$ cat config.mk
export PLATFORM = sky130hd
export DESIGN_NAME = cop_malu_cluster
export DESIGN_NICKNAME = d
export VERILOG_FILES = /design/src/rtl/cop_malu_pkg.sv /design/src/rtl/lane_issue_if.sv /design/src/rtl/lane_result_if.sv /design/src/rtl/cop_malu_cluster.sv /design/src/rtl/malu_dispatch.sv /design/src/rtl/malu_lane.sv /design/src/rtl/malu_writeback.sv
export SDC_FILE = /design/constraint.sdc
export NUM_CORES = 2
export LEC_CHECK = 0
export BUFFER_PORTS_ARGS = -buffer_cell sky130_fd_sc_hd__buf_2
export CAP_MARGIN = 5
export CORE_ASPECT_RATIO = 0.6
export CORE_MARGIN = 4
export CORE_UTILIZATION = 30
export DETAILED_ROUTE_END_ITERATION = 10
export PLACE_DENSITY = 0.42
export SYNTH_ARGS = -nofsm -noshare
export SYNTH_HDL_FRONTEND = slang
export SYNTH_SLANG_ARGS = --single-unit
$ cat constraint.sdc
create_clock -name g_clk -period 13.9 [get_ports g_clk]
set_input_delay 3.475 -clock g_clk [delete_from_list [all_inputs] [get_ports g_clk]]
set_output_delay 3.475 -clock g_clk [all_outputs]
set_load 0.02 [all_outputs]
$ cat src/rtl/cop_malu_pkg.sv
// Only the MP subclasses kept by the cluster are encoded; compare, accumulate and MAC codes are absent
package cop_malu_pkg;

    // Data widths
    typedef logic [31:0] word_t;       // One coprocessor register
    typedef logic [63:0] dword_t;      // High word lands in rd plus one
    typedef logic [3:0]  cpr_addr_t;   // 16 registers
    typedef logic [5:0]  shamt_t;      // Shift of the 64-bit pair

    // Coprocessor MP subclass field
    typedef enum logic [3:0] {
        ADD3 = 4'b0100,   // rs1 + rs2 + rs3
        ADD2 = 4'b0101,   // rs1 + rs2
        SUB3 = 4'b0110,   // rs1 - rs2 - rs3
        SUB2 = 4'b0111,   // rs1 - rs2
        SLLI = 4'b1000,
        SLL  = 4'b1001,
        SRLI = 4'b1010,
        SRL  = 4'b1011
    } mp_op_e;

    // Lane FSM
    typedef enum logic [1:0] {
        IDLE,    // Free for a new start
        STEP1,   // First adder pass or the shift
        STEP2,   // Second pass against rs3
        HOLD     // Result waits for ack
    } lane_state_e;

endpackage

$ cat src/rtl/lane_issue_if.sv
// Fields are only valid from a start pulse until the lane's busy falls again
interface lane_issue_if;

    logic                    start;   // One-cycle pulse
    cop_malu_pkg::mp_op_e    op;
    cop_malu_pkg::word_t     rs1;
    cop_malu_pkg::word_t     rs2;
    cop_malu_pkg::word_t     rs3;
    cop_malu_pkg::word_t     imm;
    cop_malu_pkg::cpr_addr_t rd;      // Even register of the pair
    logic                    busy;    // High from the cycle after start until ack

    modport dispatch (
        output start, op, rs1, rs2, rs3, imm, rd,
        input  busy
    );

    modport lane (
        input  start, op, rs1, rs2, rs3, imm, rd,
        output busy
    );

endinterface

$ cat src/rtl/lane_result_if.sv
// Result and rd hold steady while valid is high, until the ack pulse
interface lane_result_if;

    logic                    valid;    // Level, drops the cycle after ack
    cop_malu_pkg::cpr_addr_t rd;
    cop_malu_pkg::dword_t    result;
    logic                    ack;      // Given with the high word write

    modport lane (
        output valid, rd, result,
        input  ack
    );

    modport collect (
        input  valid, rd, result,
        output ack
    );

endinterface

$ cat src/rtl/cop_malu_cluster.sv
// NUM_LANES from 1 to 8; no hazard check, so a pending destination pair must not be reissued
module cop_malu_cluster #(
    parameter int NUM_LANES = 4
) (
    input  logic                    g_clk,
    input  logic                    g_resetn,

    input  logic                    issue_valid,   // Ignored while issue_full
    input  cop_malu_pkg::mp_op_e    issue_op,
    input  cop_malu_pkg::word_t     issue_rs1,
    input  cop_malu_pkg::word_t     issue_rs2,
    input  cop_malu_pkg::word_t     issue_rs3,
    input  cop_malu_pkg::word_t     issue_imm,
    input  cop_malu_pkg::cpr_addr_t issue_rd,      // Even
    output logic                    issue_full,

    output logic                    wb_en,
    output cop_malu_pkg::cpr_addr_t wb_addr,
    output cop_malu_pkg::word_t     wb_data
);

    lane_issue_if  issue_if  [NUM_LANES] ();
    lane_result_if result_if [NUM_LANES] ();

    malu_dispatch #(
        .NUM_LANES (NUM_LANES)
    ) dispatch_inst (
        .g_clk       (g_clk),
        .g_resetn    (g_resetn),
        .issue_valid (issue_valid),
        .issue_op    (issue_op),
        .issue_rs1   (issue_rs1),
        .issue_rs2   (issue_rs2),
        .issue_rs3   (issue_rs3),
        .issue_imm   (issue_imm),
        .issue_rd    (issue_rd),
        .issue_full  (issue_full),
        .lanes       (issue_if)
    );

    // Identical lanes, one instruction each
    for (genvar i = 0; i < NUM_LANES; i++) begin : g_lanes
        malu_lane lane_inst (
            .g_clk    (g_clk),
            .g_resetn (g_resetn),
            .issue    (issue_if[i]),
            .result   (result_if[i])
        );
    end

    malu_writeback #(
        .NUM_LANES (NUM_LANES)
    ) writeback_inst (
        .g_clk    (g_clk),
        .g_resetn (g_resetn),
        .lanes    (result_if),
        .wb_en    (wb_en),
        .wb_addr  (wb_addr),
        .wb_data  (wb_data)
    );

endmodule

$ cat src/rtl/malu_dispatch.sv
// issue_full is registered and conservative; an issue while it is high is dropped
module malu_dispatch #(
    parameter int NUM_LANES = 4
) (
    input  logic                    g_clk,
    input  logic                    g_resetn,
    input  logic                    issue_valid,
    input  cop_malu_pkg::mp_op_e    issue_op,
    input  cop_malu_pkg::word_t     issue_rs1,
    input  cop_malu_pkg::word_t     issue_rs2,
    input  cop_malu_pkg::word_t     issue_rs3,
    input  cop_malu_pkg::word_t     issue_imm,
    input  cop_malu_pkg::cpr_addr_t issue_rd,
    output logic                    issue_full,
    lane_issue_if.dispatch          lanes [NUM_LANES]
);

    logic [NUM_LANES-1:0] busy;
    logic [NUM_LANES-1:0] start_q;   // Doubles as the pending mark
    logic [NUM_LANES-1:0] free;
    logic [NUM_LANES-1:0] pick;
    logic [NUM_LANES-1:0] sel;
    logic                 accept;

    assign free   = ~(busy | start_q);
    assign pick   = free & (~free + 1'b1);   // Lowest-index free lane
    assign accept = issue_valid && !issue_full;
    assign sel    = accept ? pick : '0;

    always_ff @(posedge g_clk) begin
        if (!g_resetn) begin
            start_q    <= '0;
            issue_full <= 1'b0;
        end else begin
            start_q    <= sel;
            // Lanes surely occupied next cycle
            issue_full <= &(busy | start_q | sel);
        end
    end

    for (genvar i = 0; i < NUM_LANES; i++) begin : g_lane
        assign busy[i]        = lanes[i].busy;
        assign lanes[i].start = start_q[i];

        // Fields stay put until this lane is chosen again
        always_ff @(posedge g_clk) begin
            if (sel[i]) begin
                lanes[i].op  <= issue_op;
                lanes[i].rs1 <= issue_rs1;
                lanes[i].rs2 <= issue_rs2;
                lanes[i].rs3 <= issue_rs3;
                lanes[i].imm <= issue_imm;
                lanes[i].rd  <= issue_rd;
            end
        end
    end

endmodule

$ cat src/rtl/malu_lane.sv
// Reads operands straight from the issue fields, which must not change until ack
module malu_lane (
    input  logic        g_clk,
    input  logic        g_resetn,
    lane_issue_if.lane  issue,
    lane_result_if.lane result
);

    cop_malu_pkg::lane_state_e state;
    cop_malu_pkg::lane_state_e state_next;
    cop_malu_pkg::dword_t      inter;       // Intermediate and final value

    logic                      is_sub;
    logic                      is_three;
    logic                      is_shift;
    logic                      shift_right;
    logic                      shamt_reg;
    cop_malu_pkg::shamt_t      shamt;

    cop_malu_pkg::dword_t      add_lhs;
    cop_malu_pkg::dword_t      add_rhs;
    logic [64:0]               add_sum;
    cop_malu_pkg::dword_t      shift_src;
    cop_malu_pkg::dword_t      shift_res;

    // Subclass decode
    assign is_sub      = issue.op inside {cop_malu_pkg::SUB2, cop_malu_pkg::SUB3};
    assign is_three    = issue.op inside {cop_malu_pkg::ADD3, cop_malu_pkg::SUB3};
    assign is_shift    = issue.op inside {cop_malu_pkg::SLLI, cop_malu_pkg::SLL,
                                          cop_malu_pkg::SRLI, cop_malu_pkg::SRL};
    assign shift_right = issue.op inside {cop_malu_pkg::SRLI, cop_malu_pkg::SRL};
    assign shamt_reg   = issue.op inside {cop_malu_pkg::SLL, cop_malu_pkg::SRL};

    // Second pass works on the stored first-pass sum
    assign add_lhs = (state == cop_malu_pkg::STEP2) ? inter : {32'b0, issue.rs1};
    assign add_rhs = (state == cop_malu_pkg::STEP2) ? {32'b0, issue.rs3} : {32'b0, issue.rs2};

    // Bit 0 of each operand carries the subtract carry-in into bit 1
    assign add_sum = {add_lhs, 1'b1} + {add_rhs ^ {64{is_sub}}, is_sub};

    // Amount from rs3 for sll and srl, imm otherwise
    assign shamt     = shamt_reg ? issue.rs3[5:0] : issue.imm[5:0];
    assign shift_src = {issue.rs1, issue.rs2};
    assign shift_res = shift_right ? (shift_src >> shamt) : (shift_src << shamt);

    always_comb begin
        state_next = state;
        case (state)
            cop_malu_pkg::IDLE: begin
                if (issue.start) begin
                    state_next = cop_malu_pkg::STEP1;
                end
            end
            cop_malu_pkg::STEP1: begin
                state_next = is_three ? cop_malu_pkg::STEP2 : cop_malu_pkg::HOLD;
            end
            cop_malu_pkg::STEP2: begin
                state_next = cop_malu_pkg::HOLD;
            end
            cop_malu_pkg::HOLD: begin
                if (result.ack) begin
                    state_next = cop_malu_pkg::IDLE;
                end
            end
            default: state_next = cop_malu_pkg::IDLE;
        endcase
    end

    always_ff @(posedge g_clk) begin
        if (!g_resetn) begin
            state <= cop_malu_pkg::IDLE;
        end else begin
            state <= state_next;
        end
    end

    always_ff @(posedge g_clk) begin
        if (state == cop_malu_pkg::STEP1) begin
            inter <= is_shift ? shift_res : add_sum[64:1];
        end else if (state == cop_malu_pkg::STEP2) begin
            inter <= add_sum[64:1];                  // Adds or subtracts rs3
        end
    end

    assign issue.busy    = (state != cop_malu_pkg::IDLE);
    assign result.valid  = (state == cop_malu_pkg::HOLD);
    assign result.rd     = issue.rd;
    assign result.result = inter;

    // The dispatcher never starts an occupied lane
    a_no_start_busy: assert property (@(posedge g_clk) disable iff (!g_resetn)
        issue.start |-> !issue.busy);

    // Ack only arrives while the result is held
    a_ack_in_hold: assert property (@(posedge g_clk) disable iff (!g_resetn)
        result.ack |-> (state == cop_malu_pkg::HOLD));

    a_result_stable: assert property (@(posedge g_clk) disable iff (!g_resetn)
        result.valid && !result.ack |=>
            result.valid && $stable(result.result) && $stable(result.rd));

endmodule

$ cat src/rtl/malu_writeback.sv
// Lane 0 always wins; one result pair is drained every three cycles at best
module malu_writeback #(
    parameter int NUM_LANES = 4
) (
    input  logic                    g_clk,
    input  logic                    g_resetn,
    lane_result_if.collect          lanes [NUM_LANES],
    output logic                    wb_en,
    output cop_malu_pkg::cpr_addr_t wb_addr,
    output cop_malu_pkg::word_t     wb_data
);

    typedef enum logic [1:0] {
        WB_IDLE,
        WB_LO,     // Low word to rd
        WB_HI      // High word to rd plus one, with ack
    } wb_state_e;

    wb_state_e               state;
    logic [NUM_LANES-1:0]    valid_v;
    logic [NUM_LANES-1:0]    pick;
    logic [NUM_LANES-1:0]    sel_q;     // Lane being drained
    cop_malu_pkg::cpr_addr_t rd_v [NUM_LANES];
    cop_malu_pkg::dword_t    res_v [NUM_LANES];
    cop_malu_pkg::cpr_addr_t pick_rd;
    cop_malu_pkg::dword_t    pick_res;
    cop_malu_pkg::cpr_addr_t rd_q;
    cop_malu_pkg::dword_t    data_q;
    logic                    take;

    assign pick = valid_v & (~valid_v + 1'b1);
    assign take = (state == WB_IDLE) && (|valid_v);

    always_comb begin
        pick_rd  = '0;
        pick_res = '0;
        for (int i = 0; i < NUM_LANES; i++) begin
            if (pick[i]) begin
                pick_rd  = rd_v[i];
                pick_res = res_v[i];
            end
        end
    end

    always_ff @(posedge g_clk) begin
        if (!g_resetn) begin
            state <= WB_IDLE;
        end else begin
            case (state)
                WB_IDLE: state <= take ? WB_LO : WB_IDLE;
                WB_LO:   state <= WB_HI;
                default: state <= WB_IDLE;
            endcase
        end
    end

    always_ff @(posedge g_clk) begin
        if (take) begin
            sel_q  <= pick;
            rd_q   <= pick_rd;
            data_q <= pick_res;
        end
    end

    assign wb_en   = (state == WB_LO) || (state == WB_HI);
    assign wb_addr = (state == WB_HI) ? {rd_q[3:1], 1'b1} : rd_q;
    assign wb_data = (state == WB_HI) ? data_q[63:32] : data_q[31:0];

    for (genvar i = 0; i < NUM_LANES; i++) begin : g_lane
        assign valid_v[i]   = lanes[i].valid;
        assign rd_v[i]      = lanes[i].rd;
        assign res_v[i]     = lanes[i].result;
        assign lanes[i].ack = (state == WB_HI) && sel_q[i];
    end

    // Pair base must be even so the high word goes to the odd neighbour
    a_rd_even: assert property (@(posedge g_clk) disable iff (!g_resetn)
        (state == WB_LO) |-> !rd_q[0]);

endmodule

# After elaboration in Yosys (flattened, before gate mapping)
# Cells that the tools add are included.
[totals]
word_cells = 217
register_bits = 783
out_inout_bits = 38
[classes]
n_shift = 8
add_sub_neg = 6
reduce_logical = 47
eq_ne = 50
n_mux = 57
bitwise = 11
[ops]
columns = ["cell", "n"]
rows = [
  ["64-bit two-way mux", 24],
  ["65-bit adder", 4],
  ["64-bit by 6-bit << shifter with 64-bit output", 4],
  ["64-bit by 6-bit >> shifter with 64-bit output", 4],
  ["64-bit bitwise XOR", 4],
  ["32-bit two-way mux", 5],
  ["4-bit == test (second input constant)", 16],
  ["4-bit by 3-bit == test with 1-bit output (second input constant)", 12],
  ["2-bit nonzero test", 24],
  ["2-bit one-hot mux with 4 select lines", 4],
  ["6-bit two-way mux", 4],
  ["4-bit two-way mux", 5],
  ["2-bit == test (second input constant)", 9],
  ["2-bit two-way mux", 8],
  ["2-bit inequality test (second input constant)", 8],
  ["4-bit nonzero test", 4],
  ["4-bit NOT", 3],
  ["2-bit by 1-bit == test with 1-bit output (second input constant)", 5],
  ["2-bit zero test", 5],
  ["4-bit by 1-bit adder with 4-bit output (second input constant)", 2],
  ["4-bit bitwise AND", 2],
  ["4-bit bitwise OR", 2],
  ["2-bit AND reduction", 4],
  ["1-bit logical AND", 6],
  ["other kinds (6)", 11],
]

# Logic depth before layout (Yosys ltp)
[logic_depth]
depth_word = 9
depth_mapped = 24

# Cells and area by module
# Synthesis repeated with hierarchy kept, for this count alone.
[unflattened]
cells_unflattened = 9794
area_unflattened_um2 = 89398.2
[by_module_without_submodules]
columns = ["mod", "area_each_um2", "cells_each", "instances"]
rows = [
  ["malu_lane at g_lanes[1].lane_inst ...", 16977.5, 2177, 3],
  ["malu_lane at g_lanes[0].lane_inst", 16972.5, 2177, 1],
  ["malu_dispatch", 16568.4, 569, 1],
  ["malu_writeback", 4924.7, 517, 1],
]

# Worst setup path before layout
# OpenSTA, ideal clock, no wires.
[synth_timing]
kind = "input -> register"
startpoint = "in issue_valid"
endpoint = "reg dispatch_inst.lanes[0].imm[0], enable pin"
stages = 2
required_ns = 13.163
arrival_ns = 11.577
slack_ns = 1.586
path_buffers = 0
cell_sequence = "nand2b_1 > nor3b_1"
[synth_between]
elab_chain_len = 2
[synth_rtl]
columns = ["item", "line", "text"]
rows = [
  ["from (decl)", "cop_malu_cluster.sv:8", "input logic issue_valid,"],
  ["1-bit logical AND", "malu_dispatch.sv:27", "assign accept = issue_valid && !issue_full;"],
  ["4-bit two-way mux", "malu_dispatch.sv:28", "assign sel = accept ? pick : '0;"],
  ["named net dispatch_inst.sel[0]", "malu_dispatch.sv:22", "logic [NUM_LANES-1:0] sel;"],
  ["to (signal assigned)", "malu_dispatch.sv:52", "lanes[i].imm <= issue_imm;"],
  ["to (decl)", "lane_issue_if.sv:14", "output start, op, rs1, rs2, rs3, imm, rd,"],
]
# The timed path passes the listed nets, and every way through them passes these cells.
# A chain may end at the register's enable or synchronous reset.

# Final worst setup path
[layout_timing]
startpoint = "reg dispatch_inst.lanes[2].op[1]"
endpoint = "reg g_lanes[2].lane_inst.inter[34], data pin"
[layout_between]
elab_chain_len = 7
elab_cells_between_ends = 19
[layout_rtl]
columns = ["item", "line", "text"]
rows = [
  ["from (decl)", "lane_issue_if.sv:14", ""],
  ["from (signal assigned)", "malu_dispatch.sv:48", "lanes[i].op <= issue_op;"],
  ["branches (longest 6 deep; another with 65-bit adder)", "-", ""],
  ["64-bit two-way mux *", "malu_lane.sv:78", "if (state == cop_malu_pkg::STEP1) begin"],
  ["to (signal assigned)", "malu_lane.sv:79", "inter <= is_shift ? shift_res : add_sum[64:1];"],
  ["to (signal assigned)", "malu_lane.sv:81", "inter <= add_sum[64:1];"],
  ["to (decl)", "malu_lane.sv:11", "cop_malu_pkg::dword_t inter;"],
]
# Mark *: on every way between the ends. The select of a mux whose other input is x is not followed.

==> flow_metrics.py <==
metrics = {
    "placement": {
        "dp.final_hpwl_um": 375000,
        "io_buffers": 150,
        "gp_congestion": 1.01,
        "dp_cells": 12085,
    },
    "clock_tree": {
        "cts_resized": 0,
        "h-tree-depth": 3,
        "path_clk_slew_ps": 60,
        "cts_buffer_depth": 3,
        "hold_buffers": 0,
        "clk_latency_ps": 750,
        "cts_buffers": 91,
        "cts_tree": "done",
        "cts_root_buffer": "clkbuf_16",
        "cts_setup_buffers": 0,
        "cts_sinks": 783,
    },
    "cells_and_area": {
        "nNetsFinal": 8937,
        "syn2layout_area_growth_pct": 8.72,
        "drive_gt1_share_pct": 10.5,
        "fin_cells": 12336,
        "post-route-util_pct": 32.8,
    },
    "sta": {
        "worst_pin_slew_ps": 1450,
        "period_share_pct": 47.9,
        "hold_viol": 0,
        "fin_crit_ps": 6650,
        "fmax_ghz": 0.150,
        "relSlewSlack_pct": 2.31,
        "rsz0062_at_grt": "no",
        "skew_ps": 50.7,
        "setup_viol": 0,
        "final.setup.tns_ps": 0,
        "slew_viol_final": 0,
        "whs_ps": 539,
    },
    "setup_path": {
        "rrSetupSlack_ps": 7250,
        "criticalPathCategory": "reg2reg",
        "r2r-start": "dispatch_inst.lanes[2].op[1]",
        "r2r-end": "g_lanes[2].lane_inst.result.result[34]",
        "endpoint_kind": "register",
        "ff2ff_path_depth": 16,
        "start_kind": "register",
        "crit_path_max_fanout": 44,
        "arrival_ps": 7130,
        "critPathRequiredTime_ps": 14380,
    },
    "routing": {
        "routed-via-count": 79891,
        "firstDrtPassIters": 8,
        "wl_per_cell_um": 39.1,
        "routed_via_density": 6.48,
        "drc": 0,
        "drtAntennaViolNets": 0,
        "drt_iter0_drc": 13984,
        "wl_um": 483000,
    },
    "synthesis": {
        "postSynthCellCount": 8964,
        "synth_top_area_share_pct": 28.9,
        "ys_async_sr_fraction_pct": 0,
        "yosys-top-cells-area": "edfxtp_1 (29%), mux2i_1 (20%), nor2_1 (4.4%)",
        "netlist_area_um2": 79800,
        "synth-edff-count": 768,
        "syn_avg_cell_area_um2": 8.90,
        "synth_flop_cell": "edfxtp_1",
        "synth_nets": 9274,
        "synth.largest_area_cell": "edfxtp_1",
        "synth-seq-cells": 783,
        "ys_seq_area_share_pct": 29.3,
        "synth_most_common_cell": "mux2i_1",
        "yosysWarnings": 0,
        "yosys-top-cells-count": "mux2i_1 (1568), nor2_1 (925), edfxtp_1 (768)",
        "synth.distinct_cells": 123,
    },
    "worst_hold_path": {
        "holdPathStages": 1,
        "hold_path_class": "reg2reg",
        "min_to": "writeback_inst.rd_q[2]",
        "min-delay-start": "dispatch_inst.lanes[3].rd[2]",
    },
    "run": {
        "cap_violations": 0,
    },
    "power": {
        "leakage_nw": 32.2,
        "vdd_ir_drop_max_v": 0.000107,
        "pwr_density_cell_nw_per_um2": 213,
    },
    "floorplan": {
        "die_h_um": 407,
        "coreArea_um2": 264000,
        "ios": 177,
        "row_count": 146,
        "fp.dieArea_um2": 274000,
        "fp.dieW_um": 674,
        "start_util_pct": 30.2,
    },
    "global_routing": {
        "grt_usage_pct": 33.5,
        "grt_pass1_wl_um": 640000,
        "grt_max_degree": 92,
        "grt_pass1_vias": 71245,
        "antenna_found_initial": 92,
        "grt_overflow_total": 0,
    },
    "status": {
        "status": "completed",
    },
}
state kept, by name (all words and copies together), names as in the netlist:
signal / flops
g_lanes.lane_inst.state: 8
dispatch_inst.issue_full: 1
dispatch_inst.lanes.rs3: 128
dispatch_inst.lanes.rs2: 128
dispatch_inst.lanes.imm: 24
writeback_inst.state: 2
g_lanes.lane_inst.result.result: 256
dispatch_inst.lanes.rs1: 128
writeback_inst.rd_q: 4
writeback_inst.data_q: 64
dispatch_inst.lanes.op: 16
writeback_inst.sel_q: 4
dispatch_inst.lanes.rd: 16
dispatch_inst.start_q: 4
metal layers:
| metal | global-route usage, % | wire length (um) | share of wire, % |
|---|---|---|---|
| met4 | 9.60 | 15100 | 3.1 |
| met2 | 39.7 | 168000 | 35 |
| met5 | 0 | 128 | 0.027 |
| met1 | 52.5 | 227000 | 47 |
| met3 | 14.0 | 71900 | 15 |
power by group:
part	internal [mW]	total (mW)	leakage [nW]	switching, mW
sequential	3.57	4.94	7.23	1.37
clock	1.41	2.61	1.46	1.19
combinational	3.50	10.9	23.6	7.39
worst max-delay path by stage:
stage | endpoint | startpoint | slack, ps
4_1_cts | g_lanes[2].lane_inst.result.result[34] | dispatch_inst.lanes[2].op[3] | 7570
5_1_grt | g_lanes[2].lane_inst.result.result[34] | dispatch_inst.lanes[2].op[3] | 7230
2_1_floorplan | dispatch_inst.lanes[0].imm[0] | issue_valid | 1590
6_report | g_lanes[2].lane_inst.result.result[34] | dispatch_inst.lanes[2].op[1] | 7250
3_3_place_gp | dispatch_inst.lanes[2].imm[4] | issue_valid | 7310
3_5_place_dp | dispatch_inst.lanes[2].imm[4] | issue_valid | 7290
layout make-up:
cell class	count	area, um^2
tap	3552	4440
multi-input combinational	7336	53200
clock buffer	105	2390
fill	27580	177000
timing repair buffer	342	2210
sequential	783	23400
clock inverter	63	664
inverter	73	282
antenna	82	205
stage by stage:
| step | total power, mW | worst slack (ps) | cell area [um^2] |
|---|---|---|---|
| 2_1_floorplan | 11.0 | 1590 | 79800 |
| 3_3_place_gp | 15.3 | 7310 | 83400 |
| 3_5_place_dp | 15.2 | 7290 | 83400 |
| 4_1_cts | 17.9 | 7570 | 86500 |
| 5_1_grt | 19.1 | 7230 | 86600 |
| 6_report | 18.4 | 7250 | 86700 |
cell usage in the layout, fill, tap and decap left out, types with 46 or more instances in the layout:
| cell type | n |
|---|---|
| o21ai_1 | 76 |
| nand3_1 | 146 |
| inv_1 | 67 |
| nor3_1 | 205 |
| a221oi_1 | 59 |
| mux4_2 | 66 |
| a21o_1 | 98 |
| xnor2_1 | 341 |
| nand2_1 | 759 |
| diode_2 | 82 |
| and3_1 | 83 |
| buf_2 | 150 |
| a21oi_1 | 662 |
| buf_4 | 190 |
| a22oi_1 | 142 |
| mux2i_1 | 1554 |
| a211oi_1 | 106 |
| edfxtp_1 | 768 |
| nor2_1 | 919 |
| nand4_1 | 69 |
| clkbuf_16 | 94 |
| a221o_1 | 85 |
| nand2b_1 | 46 |
| xor2_1 | 79 |
| ha_1 | 156 |
| mux2_2 | 184 |
| or3_1 | 94 |
| o211ai_1 | 60 |
| o21ai_0 | 379 |
| a31oi_1 | 81 |
| o22ai_1 | 112 |
critical path, cell delays in order, from the launching register on:
cell and delay [ps]:
edfxtp_1 520, nand3b_2 130, buf_4 510, inv_4 410
xnor2_1 280, ha_1 410, nand4b_1 270, a21oi_1 500
a211oi_1 260, o31ai_2 590, a211oi_1 290, nor4_2 820
o21ai_1 220, nand2b_1 400, nand3_1 120, and4_1 220
o32a_1 330
cell families (layout without fill, tap and decap cells):
| logic type | after synthesis | after routing | share of synthesized area [%] |
|---|---|---|---|
| flip-flops | 783 | 783 | 29.3 |
| multiplexers | 1847 | 1847 | 24.7 |
| buffers and inverters | 845 | 583 | 4.73 |
| adder cells (fa/ha/maj) | 173 | 173 | 2.71 |
| other | 0 | 82 | 0 |
| AO/OA/AOI/OAI | 2352 | 2352 | 19.6 |
| XOR/XNOR | 420 | 420 | 4.61 |
| AND/OR/NAND/NOR | 2544 | 2544 | 14.3 |
(Power assumes the default switching activity.)
